[src/ql_clock_pkg.sv]
// Shared widths, channel indices, rate constants and speed encoding, imported by every RTL block
`default_nettype none

package ql_clock_pkg;

	// ========================================
	// Accumulator channels
	// ========================================

	localparam int NUM_CH = 3;          // Bus, SD and IPC accumulators
	localparam int CH_BUS = 0;          // CPU bus clock
	localparam int CH_SD  = 1;          // QL-SD strobe
	localparam int CH_11M = 2;          // IPC strobe

	localparam int ACC_W = 16;          // Phase register width
	localparam int INC_W = 17;          // One extra bit so the Full step of 2^16 fits

	typedef logic [ACC_W-1:0] acc_t;
	typedef logic [INC_W-1:0] inc_t;

	// CPU speed selection, same codes as the OSD menu order
	typedef enum logic [1:0]
	{
		SPEED_QL   = 2'd0,
		SPEED_16   = 2'd1,
		SPEED_24   = 2'd2,
		SPEED_FULL = 2'd3
	} cpu_speed_e;

	// ========================================
	// Increments for an 84 MHz clk_sys
	// ========================================

	// Rate is 84 MHz * inc / 65536
	localparam inc_t INC_BUS_QL   = 17'd11702;   // ~15 MHz bus, two phases
	localparam inc_t INC_BUS_16   = 17'd24966;   // ~32 MHz
	localparam inc_t INC_BUS_24   = 17'd37449;   // ~48 MHz
	localparam inc_t INC_BUS_FULL = 17'd65536;   // Tick every cycle

	localparam inc_t INC_SD  = 17'd19505;        // SD strobe, SPI runs at half of it
	localparam inc_t INC_11M = 17'd8582;         // ~11 MHz for the IPC

	// ========================================
	// Integer dividers
	// ========================================

	localparam int DIV_W    = 10;       // Wide enough for the refresh divisor
	localparam int DIV_131K = 640;      // 131.25 kHz refresh and RTC tick
	localparam int DIV_VID  = 8;        // 10.5 MHz pixel strobe

endpackage

`default_nettype wire

[src/ce_accum_if.sv]
// Bundle of per-channel increments and carry ticks shared by selector, accumulators and splitter
`timescale 1ns/1ps
`default_nettype none

interface ce_accum_if;
	import ql_clock_pkg::*;

	// Step per clk_sys, one per channel, held as a level
	inc_t incr [NUM_CH];

	// Registered carry out, single cycle pulse per channel
	logic tick [NUM_CH];

	// Rate selector side
	modport source
	(
		output incr
	);

	// Each accumulator reads its step and returns its carry
	modport channel
	(
		input  incr,
		output tick
	);

	// Phase splitter only consumes the ticks
	modport sink
	(
		input  tick
	);

endinterface

`default_nettype wire

[src/ce_rate_select.sv]
// Latches the CPU speed while in reset and drives the step of every accumulator channel
`timescale 1ns/1ps
`default_nettype none

module ce_rate_select
(
	input  logic              clk_sys,
	input  logic              reset,
	input  logic [1:0]        cpu_speed,    // From the OSD, may change at any time
	ce_accum_if.source        acc
);
	import ql_clock_pkg::*;

	cpu_speed_e speed_q;    // Speed in effect until the next reset
	inc_t       bus_inc;

	// Follows the menu only while reset is high, so the bus rate
	// never jumps under a running CPU
	always_ff @(posedge clk_sys)
	begin
		if (reset)
			speed_q <= cpu_speed_e'(cpu_speed);
	end

	// Bus step per speed
	always_comb
	begin
		case (speed_q)
			SPEED_QL:   bus_inc = INC_BUS_QL;
			SPEED_16:   bus_inc = INC_BUS_16;
			SPEED_24:   bus_inc = INC_BUS_24;
			SPEED_FULL: bus_inc = INC_BUS_FULL;
			default:    bus_inc = INC_BUS_QL;    // Unreachable with 2-bit code
		endcase
	end

	// ========================================
	// Channel steps
	// ========================================

	assign acc.incr[CH_BUS] = bus_inc;
	assign acc.incr[CH_SD]  = INC_SD;      // Fixed, independent of CPU speed
	assign acc.incr[CH_11M] = INC_11M;     // Fixed as well

endmodule

`default_nettype wire

[src/frac_accum_channel.sv]
// One fractional phase accumulator, emits a registered carry tick for its channel of the bundle
`timescale 1ns/1ps
`default_nettype none

module frac_accum_channel
#(
	parameter int CH = ql_clock_pkg::CH_BUS    // Element of the bundle this instance owns
)
(
	input  logic              clk_sys,
	input  logic              reset,
	ce_accum_if.channel       acc
);
	import ql_clock_pkg::*;

	acc_t             phase_q;    // Fractional part of the phase
	logic             tick_q;     // Carry of the last add
	logic [ACC_W:0]   sum;        // Phase plus step, carry in the top bit

	// Step is at most 2^ACC_W, so one carry bit is enough
	assign sum = {1'b0, phase_q} + acc.incr[CH];

	always_ff @(posedge clk_sys)
	begin
		if (reset)
		begin
			phase_q <= '0;
			tick_q  <= 1'b0;
		end
		else
		begin
			phase_q <= sum[ACC_W-1:0];    // Wraps modulo 2^ACC_W
			tick_q  <= sum[ACC_W];        // Full step carries every cycle
		end
	end

	// Average tick rate is clk_sys * incr / 2^ACC_W
	assign acc.tick[CH] = tick_q;

endmodule

`default_nettype wire

[src/ce_phase_split.sv]
// Splits the bus tick into alternating phase-1 and phase-2 enables and retimes the SD and IPC ticks
`timescale 1ns/1ps
`default_nettype none

module ce_phase_split
(
	input  logic              clk_sys,
	input  logic              reset,
	ce_accum_if.sink          acc,
	output logic              ce_bus_p,     // Phase 1 enable for the CPU
	output logic              ce_bus_n,     // Phase 2 enable
	output logic              ce_sd,
	output logic              ce_11m
);
	import ql_clock_pkg::*;

	logic bus_pol;    // Low means the next bus tick is phase 1
	logic bus_tick;

	assign bus_tick = acc.tick[CH_BUS];

	// ========================================
	// Bus phase steering
	// ========================================

	// Each tick goes to exactly one phase, so p and n never coincide
	// and strictly alternate
	always_ff @(posedge clk_sys)
	begin
		if (reset)
		begin
			bus_pol  <= 1'b0;    // First tick after reset is phase 1
			ce_bus_p <= 1'b0;
			ce_bus_n <= 1'b0;
		end
		else
		begin
			ce_bus_p <= bus_tick & ~bus_pol;
			ce_bus_n <= bus_tick &  bus_pol;
			bus_pol  <= bus_pol ^ bus_tick;    // Flip only on a tick
		end
	end

	// Same one-edge delay as the bus path
	always_ff @(posedge clk_sys)
	begin
		if (reset)
		begin
			ce_sd  <= 1'b0;
			ce_11m <= 1'b0;
		end
		else
		begin
			ce_sd  <= acc.tick[CH_SD];
			ce_11m <= acc.tick[CH_11M];
		end
	end

endmodule

`default_nettype wire

[src/ce_int_divider.sv]
// Wrapping integer counter that strobes one clk_sys cycle per divisor period
`timescale 1ns/1ps
`default_nettype none

module ce_int_divider
#(
	parameter int DIV = ql_clock_pkg::DIV_VID    // Period in clk_sys cycles, 2 to 2^DIV_W
)
(
	input  logic              clk_sys,
	input  logic              reset,
	output logic              ce            // High one cycle in every DIV
);
	import ql_clock_pkg::*;

	localparam logic [DIV_W-1:0] LAST = DIV_W'(DIV - 1);    // Wrap point

	logic [DIV_W-1:0] count;

	always_ff @(posedge clk_sys)
	begin
		if (reset)
		begin
			count <= '0;
			ce    <= 1'b0;
		end
		else
		begin
			ce <= (count == '0);    // First strobe right after reset drops
			if (count == LAST)
				count <= '0;
			else
				count <= count + 1'b1;
		end
	end

endmodule

`default_nettype wire

[src/ql_clock_gen.sv]
// Clock-enable generator top, instantiates all strobe blocks and exposes them as plain ports
`timescale 1ns/1ps
`default_nettype none

module ql_clock_gen
(
	input  logic              clk_sys,      // 84 MHz system clock
	input  logic              reset,
	input  logic [1:0]        cpu_speed,    // QL, 16, 24 or Full
	output logic              ce_bus_p,
	output logic              ce_bus_n,
	output logic              ce_sd,
	output logic              ce_11m,
	output logic              ce_131k,      // SDRAM refresh and RTC
	output logic              ce_vid        // Pixel strobe
);
	import ql_clock_pkg::*;

	ce_accum_if acc_if ();

	// ========================================
	// Fractional strobes
	// ========================================

	ce_rate_select i_rate_select
	(
		.clk_sys   (clk_sys),
		.reset     (reset),
		.cpu_speed (cpu_speed),
		.acc       (acc_if.source)
	);

	// Bus, SD and IPC accumulators, identical apart from the step
	for (genvar ch = 0; ch < NUM_CH; ch++)
	begin : g_ch
		frac_accum_channel #(.CH(ch)) i_accum
		(
			.clk_sys (clk_sys),
			.reset   (reset),
			.acc     (acc_if.channel)
		);
	end

	ce_phase_split i_phase_split
	(
		.clk_sys  (clk_sys),
		.reset    (reset),
		.acc      (acc_if.sink),
		.ce_bus_p (ce_bus_p),
		.ce_bus_n (ce_bus_n),
		.ce_sd    (ce_sd),
		.ce_11m   (ce_11m)
	);

	// ========================================
	// Integer strobes
	// ========================================

	ce_int_divider #(.DIV(DIV_131K)) i_div_131k
	(
		.clk_sys (clk_sys),
		.reset   (reset),
		.ce      (ce_131k)
	);

	ce_int_divider #(.DIV(DIV_VID)) i_div_vid
	(
		.clk_sys (clk_sys),
		.reset   (reset),
		.ce      (ce_vid)
	);

endmodule

`default_nettype wire

[config.mk]
export PLATFORM = sky130hd
export DESIGN_NAME = ql_clock_gen
export DESIGN_NICKNAME = d
export VERILOG_FILES = /design/src/ql_clock_pkg.sv /design/src/ce_accum_if.sv /design/src/ce_rate_select.sv /design/src/frac_accum_channel.sv /design/src/ce_phase_split.sv /design/src/ce_int_divider.sv /design/src/ql_clock_gen.sv
export SDC_FILE = /design/constraint.sdc
export NUM_CORES = 1
export LEC_CHECK = 0
export ABC_AREA = 1
export BUFFER_PORTS_ARGS = -buffer_cell sky130_fd_sc_hd__clkbuf_2
export CAP_MARGIN = 20
export CORE_MARGIN = 4
export CORE_UTILIZATION = 30
export CTS_BUF_LIST = sky130_fd_sc_hd__clkbuf_8 sky130_fd_sc_hd__clkbuf_16
export DETAILED_ROUTE_END_ITERATION = 6
export GPL_ROUTABILITY_DRIVEN = 0
export PLACE_DENSITY = 0.49
export SLEW_MARGIN = 20
export SYNTH_ARGS = -nofsm -noshare
export SYNTH_HDL_FRONTEND = slang
export SYNTH_SLANG_ARGS = --single-unit
[constraint.sdc]
create_clock -name clk_sys -period 2.9 [get_ports clk_sys]
set_input_delay 0.435 -clock clk_sys [delete_from_list [all_inputs] [get_ports clk_sys]]
set_output_delay 0.435 -clock clk_sys [all_outputs]
set_load 0.01 [all_outputs]
# --- After elaboration in Yosys (flattened, before gate mapping) ---
# Index checks and enable logic that the tools add are counted.
totals:
  word_cells: 36
  ff_bits: 80
classes:
  eq_ne: 5
  bitwise_logic: 4
  reduce_logical: 5
  add_sub_neg: 5
  muxes: 1
ops:
  columns: ["operator", "n"]
  rows:
  - ["$pmux 17 s4", 1]
  - ["$add 10x1->10 const B", 2]
  - ["$logic_not 10->1", 2]
  - ["$add 16x14->17 const B", 1]
  - ["$add 16x15->17 const B", 1]
  - ["$add 16x17->17", 1]
  - ["$eq 10x10->1 const B", 1]
  - ["$eq 10x3->1 const B", 1]
  - ["$eq 2x2->1 const B", 2]
  - ["$reduce_or 2->1", 2]
  - ["$and 1x1->1", 2]
  - ["$eq 2x1->1 const B", 1]
  - ["$logic_not 2->1", 1]
  - ["$not 1->1", 1]
  - ["$xor 1x1->1", 1]

# --- Logic depth before layout (Yosys ltp) ---
# Gate-level depths: netlist (run 1).
depth:
  depth_word: 3
  mapped_depth: 15

# --- Worst setup path before layout (run 1) ---
# Ideal clock, no wire load.
synth_path:
  path_type: "register to register"
  from: "register i_rate_select.speed_q[1]"
  to: "register g_ch[0].i_accum.tick_q"
  stages_incl_launch_ff: 14
  n_path_buf: 0
  period_less_slack_ps: 2073
  slack_ps: 827
  setup_ps: 115
  arrival_time_ps: 1958
  cell_sequence: "edfxtp_1 inv_1 nor2_1 ha_1 inv_1 fa_1 inv_1 nand2_1 nand2_1 nand3_1 nand2_1 nand2_1 a21oi_1 nor2_1"
synth_between:
  elab_chain_cells: 3
  elab_cells_between_ends: 6
  classes_between: "add/sub: 1; eq/ne: 3; mux: 1; reduce/logical: 1"
synth_rtl:
  columns: ["item", "line", "source"]
  rows:
  - ["start, declared", "ce_rate_select.sv:14", "cpu_speed_e speed_q;"]
  - ["start signal, assigned", "ce_rate_select.sv:22", "speed_q <= cpu_speed_e'(cpu_speed);"]
  - ["$eq 2x2->1, or another cell as far along", "ce_rate_select.sv:28", "case (speed_q)"]
  - ["$pmux 17 s4 *", "ce_rate_select.sv:28", null]
  - ["$add 16x17->17 *", "frac_accum_channel.sv:21", "assign sum = {1'b0, phase_q} + acc.incr[CH];"]
  - ["end signal, assigned", "frac_accum_channel.sv:33", "tick_q <= sum[ACC_W];"]
  - ["end, declared", "frac_accum_channel.sv:17", "logic tick_q;"]
# Every way passes the cells marked *; elsewhere a longest branch is shown, timed or not.
# A chain may end at the register's enable or synchronous reset.

# --- Worst setup path in the final report (run 1) ---
# Ends and elaborated chain as after synthesis.

==> results.ini, run 1 <==
[status]
status = completed

[floorplan]
fp.coreArea_sq_um = 13300
rows = 42
start_util_pct = 30.9
design.die.area_sq_um = 15700
num_io_pins = 10
die_x_um = 125
die_y_um = 125

[routing]
wl_per_cell_um = 10.2
ant_nets = 0
vias = 3566
viasPerCell = 4.40
drtIter0Drc = 162
wl_um = 8230
drtPass1Iterations = 4
drc = 0

[sta]
layout_min_cycle_time_ps = 2140
tightest_slew_ps = 723
drv_slew = 0
max_freq_mhz = 467
rsz0062_at_grt = false
finalHoldViolCount = 0
fin_crit_sh_pct = 73.9
tns_ps = 0
finalSetupViolCount = 0
relSlewSlack_pct = 51.7
worst_slack_ps = 758
clock_skew_ps = 8.37

[clocking]
cts_resized = 0
cts_max_path_buffers = 2
cts_tree = done
h-tree-depth = 3
holdBufCountCts = 0
path_clk_slew_ps = 60
post-cts-setup-buffer-count = 0
cts_root_buffer = clkbuf_16
clock_latency_ps = 340
cts_buffers = 9
cts_sinks = 79

[final_layout]
drive_above_1_share_pct = 5.84
final_net_count = 658
antenna_cells = 0
finalNonFillerCells = 810
postLayoutCoreUtil_pct = 35.1
area_growth_pct = 13.4
fillers = 1467

[power]
powerDensity_nw_per_um2 = 629
vdd_drop_max_uv = 363
p_leak_uw = 0.00226
power_frac_comb_pct = 18.8
p_int_uw = 2080
p_sw_share_pct = 29.5
seq_power_share_pct = 42.5
p_sw_uw = 870
power_frac_clock_pct = 38.7
power_uw = 2950

[logic_synthesis]
ys_seq_elements = 79
synth_common_cells = nand2_1 (161), inv_1 (110), dfxtp_1 (77)
ys.flop_type = dfxtp_1
yosysTopAreaCellShare_pct = 37.3
ys_seq_area_share_pct = 38.8
ys_top_cells_by_area = dfxtp_1 (37%), nand2_1 (15%), inv_1 (10%)
synth_area_per_cell_sq_um = 6.73
synth_area_sq_um = 4130
syn_nets = 643
synth_edf_count = 2
synthCells = 614
synth_cell_types = 29
async_flop_share_pct = 0
yosys_warnings = 0
synth_area_leader_cell = dfxtp_1
yosysMostFrequentCell = nand2_1

[placement]
dpl.cell_count = 794
place_ws_ps = 725
dp_hpwl_um = 6090
place.port_buffers = 9

[grt]
grt_max_degree = 26
grt_pass1_vias = 3272
gr-total-overflow = 0
grt_pass1_wl_um = 14300
antenna_found_initial = 0
grt_usage_pct = 11.0

[min_path]
hold_path_class = primary input to flip-flop

[run]
maxCapViolations = 0

[critical_path]
cp_max_fo = 6
endpoint_kind = flip-flop
arrival_ps = 2380
critPathKind = flip-flop to flip-flop
crit_path_start_kind = flip-flop
worstPathRequired_ps = 3130

-- cell usage in the layout, fill, tap and decap left out, types with 8 or more instances in the layout --
cell and n:
nor3_1 20, clkbuf_2 9, a21oi_1 51, nand3_1 31, inv_1 112, nor2_1 76
o21ai_0 18, ha_1 24, nand2_1 161, dfxtp_1 77, nand4_1 8, clkbuf_16 9
-- state kept, by name, indices dropped and copies added, names as in the netlist --
register,count
i_div_vid.count,10
i_rate_select.speed_q,2
i_phase_split.ce_11m,1
i_div_vid.ce,1
i_phase_split.ce_bus_n,1
i_phase_split.ce_sd,1
i_phase_split.bus_pol,1
i_div_131k.count,10
i_phase_split.ce_bus_p,1
i_div_131k.ce,1
g_ch.i_accum.tick_q,3
g_ch.i_accum.phase_q,47
-- worst paths after layout --
path,startpoint,to,slack [ps],cells after the start
max,i_rate_select.speed_q[1],g_ch[0].i_accum.tick_q,760,13
min,cpu_speed[1],i_rate_select.speed_q[1],280,1
max reg2reg,i_rate_select.speed_q[1],g_ch[0].i_accum.tick_q,760,13
min reg2reg,g_ch[2].i_accum.tick_q,i_phase_split.ce_11m,400,2
-- cell type report --
type	instances	area [sq um]	area share [%]
Inverter	110	413	8.82
Clock buffer	10	239	5.10
Timing Repair Buffer	12	67.6	1.44
Clock inverter	6	60.1	1.28
Tap cell	176	220	4.70
Multi-Input combinational cell	417	2080	44.5
Sequential cell	79	1600	34.2
-- routing by layer --
layer	share of wire, %	global-route usage [%]	vias up
met1	51	14.1	1574
met3	2.5	3.62	6
met4	0.87	3.95	0
met5	0	0	-
met2	46	17.4	23
li1	-	-	1963
-- cell families (layout without fill, tap and decap cells) --
| logic type | count (synthesis) | count (layout) | share of synthesized area (%) |
|---|---|---|---|
| AOI/OAI and AO/OA | 73 | 73 | 9.39 |
| and+or+nand+nor | 319 | 319 | 33.3 |
| buffers and inverters | 118 | 138 | 10.8 |
| adders and majority gates | 25 | 25 | 7.76 |
| DFF | 79 | 79 | 38.8 |
-- metrics by stage --
| step | hold slack (ps) | area, sq um |
|---|---|---|
| after floorplan | 388 | 4130 |
| after global placement | 395 | 4380 |
| after detailed placement | 397 | 4380 |
| after CTS | 260 | 4680 |
| after global routing | 255 | 4680 |
| final | 277 | 4680 |
-- critical path, cell delays in order (launching register included) --
cell and delay [ps]:
edfxtp_1 430, inv_1 160, nor2_1 170, ha_1 180
inv_1 50, fa_1 350, inv_1 90, nand2_1 70
nand2_1 80, nand3_1 70, nand2_1 120, nand2_1 90
a21oi_1 130, nor2_1 60
-- power by group through the flow --
stage               combinational, uW  clock, uW  sequential, uW
global route                      655       1240            1270
detailed placement                558          0            1280
floorplan                         438          0            1260
CTS                               562       1190            1250
global placement                  554          0            1280
finish                            554       1140            1250
No activity file was read; power rests on OpenSTA's default activity.
==> run 2: changes to the inputs <==
clock period = 2.04 ns   (was 2.9 ns; I/O delays follow)
==> run 2 against run 1 <==
Critical path depth shrank 1. Worst hold slack got worse by 130 ps. Count of clock-buffer cells in the layout decreased by 1. Worst setup slack got worse by 600 ps. Cell count grew 0.62%. Sequential power grew 43%. Largest power group unchanged. Non-clock buffer count is 5 higher. Sequential cell count is the same. Design area is 2.1% higher. Clock skew fell by 3.1 ps. Die area unchanged.
==> results.ini, run 2 (same netlist as run 1, synthesis figures left out) <==
[status]
status = completed

[power]
vdd_drop_max_uv = 403  ; +11%
p_leak_uw = 0.00226  ; -0.11%
powerDensity_nw_per_um2 = 861  ; +37%

[clocking]
h-tree-depth = 3  ; unchanged
holdBufCountCts = 0  ; unchanged
cts_max_path_buffers = 2  ; unchanged
cts_root_buffer = clkbuf_16
cts_buffers = 9  ; unchanged
cts_tree = done
cts_sinks = 79  ; unchanged
clock_latency_ps = 340  ; about the same
path_clk_slew_ps = 60  ; about the same

[final_layout]
postLayoutCoreUtil_pct = 35.8  ; +0.74 points
multi_input_area_sq_um = 2180  ; +4.5%
drive_above_1_share_pct = 9.70  ; +3.9 points
largest-register = g_ch.i_accum.phase_q
regArea_sq_um = 1600  ; unchanged
final_net_count = 663  ; +0.76%
fillers = 1431  ; -2.5%
final_common_cell = nand2_1
largest_reg_flops = 47  ; unchanged
area_growth_pct = 15.8
top_regs = g_ch.i_accum.phase_q x47, i_div_131k.count x10, i_div_vid.count x10
finalNonFillerCells = 815  ; +0.62%
final_cell_mix = nand2_1 (155), inv_1 (110), dfxtp_1 (77), nor2_1 (75), a21oi_1 (48)
antenna_cells = 0  ; unchanged

[critical_path]
arrival_ps = 2120  ; -260 ps
critPathKind = flip-flop to flip-flop
max_stage_delay_ps = 400  ; -30 ps
crit_family = simple AND/OR/NAND/NOR gates
worstReg2RegStart = i_rate_select.speed_q[1]
cp_num_buf_inv = 3  ; unchanged
crit_end = g_ch[0].i_accum.tick_q
worstPathRequired_ps = 2270  ; -860 ps
cp_max_fo = 5  ; -1
rr_endpoint = g_ch[0].i_accum.tick_q
worstSetupStartpoint = i_rate_select.speed_q[1]
reg2reg_depth = 12  ; -1
critPathMostFrequentCell = nand2_1
worst-path-stages = 12  ; -1
path_cells = buf_4 > nor2_1 > buf_4 > ha_2 > nand2_2 > inv_1 > nand2_1 > nand2_1 > a21oi_2 > nand3_1 > nand2_1 > nor2_1
crit_path_start_kind = flip-flop
endpoint_kind = flip-flop
cp_slowest_cell = edfxtp_1
worst-r2r-setup-slack_ps = 160  ; -600 ps

[routing]
wl_per_cell_um = 10.1  ; -0.96%
wl_um = 8200  ; -0.35%
vias = 3598  ; +0.90%
drtPass1Iterations = 4  ; unchanged
drc = 0  ; unchanged
viasPerCell = 4.41  ; +0.28%
ant_nets = 0  ; unchanged
drtIter0Drc = 183  ; +13%

[sta]
clock_skew_ps = 5.25  ; -3.12 ps
relSlewSlack_pct = 72.8  ; +21 points
tns_ps = 0  ; unchanged
rsz0062_at_grt = true
fin_crit_sh_pct = 92.2  ; +18 points
tightest_slew_ps = 408  ; -315 ps
drv_slew = 0  ; unchanged
holdWs_ps = 146  ; -131 ps
max_freq_mhz = 531  ; +14%
finalHoldViolCount = 0  ; unchanged
finalSetupViolCount = 0  ; unchanged
layout_min_cycle_time_ps = 1880  ; -261 ps

[floorplan]
design.die.area_sq_um = 15700  ; unchanged
fp.coreArea_sq_um = 13300  ; unchanged
die_x_um = 125  ; unchanged
rows = 42  ; unchanged
num_io_pins = 10  ; unchanged
start_util_pct = 30.9  ; unchanged
die_y_um = 125  ; unchanged

[placement]
dp_hpwl_um = 6030  ; -1.0%
dpl.cell_count = 799  ; +0.63%
place.port_buffers = 9  ; unchanged

[grt]
grt_pass1_vias = 3357  ; +2.6%
grt_max_degree = 29  ; +12%
grt_usage_pct = 11.0  ; -0.030 points
antenna_found_initial = 0  ; unchanged
grt_pass1_wl_um = 14500  ; +1.2%
gr-total-overflow = 0  ; unchanged

[run]
maxCapViolations = 0  ; unchanged

[min_path]
hold_path_class = primary input to flip-flop

==> run 2: cell count changes in the layout (fill, tap and decap cells not counted), moves of 4 or more <==
cell	change
nand2_1	-6
nand2_2	+5
ha_1	-7
ha_4	+4
buf_4	+5
==> run 2: power breakdown <==
group	internal, uW	switching (uW)
combinational	337	536
sequential	1690	95.6
clock	812	640
==> run 2: routing by layer <==
| metal | part of all wire [%] | vias up | track usage [%] | wire length (um) |
|---|---|---|---|---|
| met3 | 3.4 | 7 | 3.75 | 280 |
| met2 | 45 | 40 | 18.1 | 3670 |
| met1 | 51 | 1590 | 13.8 | 4160 |
| li1 | - | 1961 | - | - |
| met4 | 1.1 | 0 | 3.06 | 88 |
| met5 | 0 | - | 0 | 0 |
==> run 2: final cells by class <==
cell class | count | area share (%)
Tap cell | 176 | 4.60
Sequential cell | 79 | 33.5
Multi-Input combinational cell | 417 | 45.5
Timing Repair Buffer | 17 | 2.20
Clock inverter | 7 | 0.863
Inverter | 110 | 8.63
Clock buffer | 9 | 4.71
==> run 2: through the flow <==
stage | area, sq um | setup WS, ps | power, uW
2_1_floorplan | 4130 | 64.3 | 2420
3_3_place_gp | 4420 | 135 | 2600
3_5_place_dp | 4420 | 90.4 | 2610
4_1_cts | 4690 | 78.4 | 4110
5_1_grt | 4780 | -19.0 | 4410
6_report | 4780 | 158 | 4120
==> run 2: worst min-delay path by stage <==
stage                           start                  endpoint  slack, ps  cells after the start
6_report                 cpu_speed[1]  i_rate_select.speed_q[1]        150                      1
5_1_grt                  cpu_speed[1]  i_rate_select.speed_q[1]        130                      1
4_1_cts                  cpu_speed[1]  i_rate_select.speed_q[1]        130                      1
3_5_place_dp   g_ch[2].i_accum.tick_q      i_phase_split.ce_11m        400                      2
3_3_place_gp   g_ch[2].i_accum.tick_q      i_phase_split.ce_11m        400                      2
2_1_floorplan  g_ch[2].i_accum.tick_q      i_phase_split.ce_11m        390                      2
==> run 2: repair_timing <==
action,in CTS,in global routing
buffers inserted,0,0
endpoints found under the setup margin,0,7
gates resized for setup,0,22
==> run 3: changes to the inputs <==
PLACE_DENSITY = 0.51   (was 0.49)
clock period = 1.7 ns   (was 2.04 ns; I/O delays follow)
==> run 3 against run 2 <==
The run now ends with negative setup slack left. Die area is the same. Via count grew 2.5%. Routed wire length grew 3.3%. Design area grew 7.5%. Register-to-register slack lost 320 ps. Non-clock buffer count grew 25. Maximum frequency grew 0.96%. Combinational power grew 51%. Sequential power grew 21%. Clock power grew 39%. Clock skew shrank 1.2 ps. First-iteration DRC count grew 19%. Critical path type unchanged. Largest cell class unchanged. Highest routed layer unchanged.
==> results.ini, run 3 (same netlist as run 1, synthesis figures left out) <==
[clocking]
h-tree-depth = 3  ; unchanged
cts_root_buffer = clkbuf_16
path_clk_slew_ps = 60  ; about the same
cts_buffers = 9  ; unchanged
cts_sinks = 79  ; unchanged
holdBufCountCts = 0  ; unchanged
cts_tree = done
cts_max_path_buffers = 2  ; unchanged
clock_latency_ps = 330  ; about the same

[routing]
drtPass1Iterations = 4  ; unchanged
wl_um = 8480  ; +3.3%
drtIter0Drc = 218  ; +19%
viasPerCell = 4.39  ; -0.58%
drc = 0  ; unchanged
wl_per_cell_um = 10.1  ; +0.24%
vias = 3687  ; +2.5%
ant_nets = 0  ; unchanged

[floorplan]
start_util_pct = 30.9  ; unchanged
rows = 42  ; unchanged
design.die.area_sq_um = 15700  ; unchanged
fp.coreArea_sq_um = 13300  ; unchanged
num_io_pins = 10  ; unchanged
die_y_um = 125  ; unchanged
die_x_um = 125  ; unchanged

[sta]
clock_skew_ps = 4.09  ; -1.16 ps
worst_slack_ps = -164  ; -322 ps
finalHoldViolCount = 0  ; unchanged
finalSetupViolCount = 12  ; +12
holdWs_ps = 109  ; -36.7 ps
drv_slew = 0  ; unchanged
max_freq_mhz = 537  ; +0.96%
relSlewSlack_pct = 72.0  ; -0.81 points
tightest_slew_ps = 420  ; +12.1 ps
fin_crit_sh_pct = 110  ; +17 points
layout_min_cycle_time_ps = 1860  ; -18.0 ps
rsz0062_at_grt = true

[final_layout]
largest_reg_flops = 47  ; unchanged
final_common_cell = nand2_1
drive_above_1_share_pct = 15.7  ; +6.0 points
final_net_count = 688  ; +3.8%
postLayoutCoreUtil_pct = 38.5  ; +2.7 points
finalNonFillerCells = 840  ; +3.1%
area_growth_pct = 24.5
top_regs = g_ch.i_accum.phase_q x47, i_div_131k.count x10, i_div_vid.count x10
final_cell_mix = nand2_1 (149), inv_1 (108), dfxtp_1 (77), nor2_1 (75), a21oi_1 (48)
antenna_cells = 0  ; unchanged
largest-register = g_ch.i_accum.phase_q

[placement]
dpl.cell_count = 823  ; +3.0%
place.port_buffers = 9  ; unchanged
dp_hpwl_um = 6150  ; +2.0%

[grt]
grt_pass1_wl_um = 15000  ; +3.4%
grt_pass1_vias = 3429  ; +2.1%
grt_usage_pct = 11.2  ; +0.23 points
gr-total-overflow = 0  ; unchanged
antenna_found_initial = 0  ; unchanged
grt_max_degree = 39  ; +34%

[critical_path]
endpoint_kind = flip-flop
crit_path_start_kind = flip-flop
cp_num_buf_inv = 3  ; unchanged
arrival_ps = 2090  ; -30 ps
critPathKind = flip-flop to flip-flop
path_cells = inv_2 > nor2_4 > ha_4 > inv_2 > fa_2 > inv_2 > nand2_2 > nand2_2 > nand3_2 > nand2_2 > nand2_1 > a21oi_1 > nor2_1
cp_max_fo = 4  ; -1
cp_slowest_cell = edfxtp_1
crit_family = simple AND/OR/NAND/NOR gates
max_stage_delay_ps = 400  ; about the same
worstPathRequired_ps = 1920  ; -350 ps

[power]
p_leak_uw = 0.00241  ; +6.8%
power_uw = 5500  ; +34%
powerDensity_nw_per_um2 = 1070  ; +24%
vdd_drop_max_uv = 419  ; +4.0%

[min_path]
hold_path_class = primary input to flip-flop

[run]
maxCapViolations = 0  ; unchanged

[status]
status = complete, but fails checks
violations = negative setup slack

==> run 3: worst register-to-register path: stages, from the launching register on <==
cell and delay, ps:
edfxtp_1 400, inv_2 80, nor2_4 150, ha_4 150
inv_2 30, fa_2 330, inv_2 80, nand2_2 60
nand2_2 70, nand3_2 70, nand2_2 100, nand2_1 70
a21oi_1 120, nor2_1 50
==> run 3: worst paths after layout <==
path | start | endpoint | slack, ps | cells after the start
hold / removal | cpu_speed[1] | i_rate_select.speed_q[1] | 110 | 1
hold reg to reg | g_ch[1].i_accum.tick_q | i_phase_split.ce_sd | 410 | 2
setup reg to reg | i_rate_select.speed_q[1] | g_ch[0].i_accum.tick_q | -160 | 13
setup / recovery | i_rate_select.speed_q[1] | g_ch[0].i_accum.tick_q | -160 | 13
==> run 3: power by group <==
part           total [uW]  switching (uW)  internal, uW
registers            2160             129          2030
logic                1320             706           609
clock network        2020             746          1280
==> run 3: routing by layer <==
metal | wire, um | share of wire [%] | track usage, % | vias up
met3 | 243 | 2.9 | 3.41 | 2
met1 | 4200 | 50 | 14.4 | 1629
met4 | 29 | 0.34 | 2.30 | 0
met2 | 4000 | 47 | 18.8 | 38
li1 | - | - | - | 2018
met5 | 0 | 0 | 0 | -
==> run 3: metrics by stage <==
stage	instance area [sq um]	worst slack (ps)	TNS, ps
global placement	4630	-165	-1320
CTS	5090	-192	-1280
finish	5140	-164	-1240
global route	5140	-300	-3080
detailed placement	4630	-224	-1860
floorplan	4150	-166	-519
==> run 3: layout make-up <==
type | count | area, sq um
Fill cell | 1423 | 8210
Multi-Input combinational cell | 417 | 2280
Clock inverter | 7 | 87.6
Clock buffer | 9 | 225
Timing Repair Buffer | 42 | 313
Sequential cell | 79 | 1600
Tap cell | 176 | 220
Inverter | 110 | 413
==> run 3: what timing repair did <==
| item | in CTS | in global routing |
|---|---|---|
| hold endpoints to repair | 0 | 0 |
| gates cloned | 0 | 0 |
| endpoints found under the setup margin | 13 | 13 |
| buffers inserted | 0 | 1 |
| pin swaps | 11 | 7 |
| gates resized for setup | 26 | 9 |
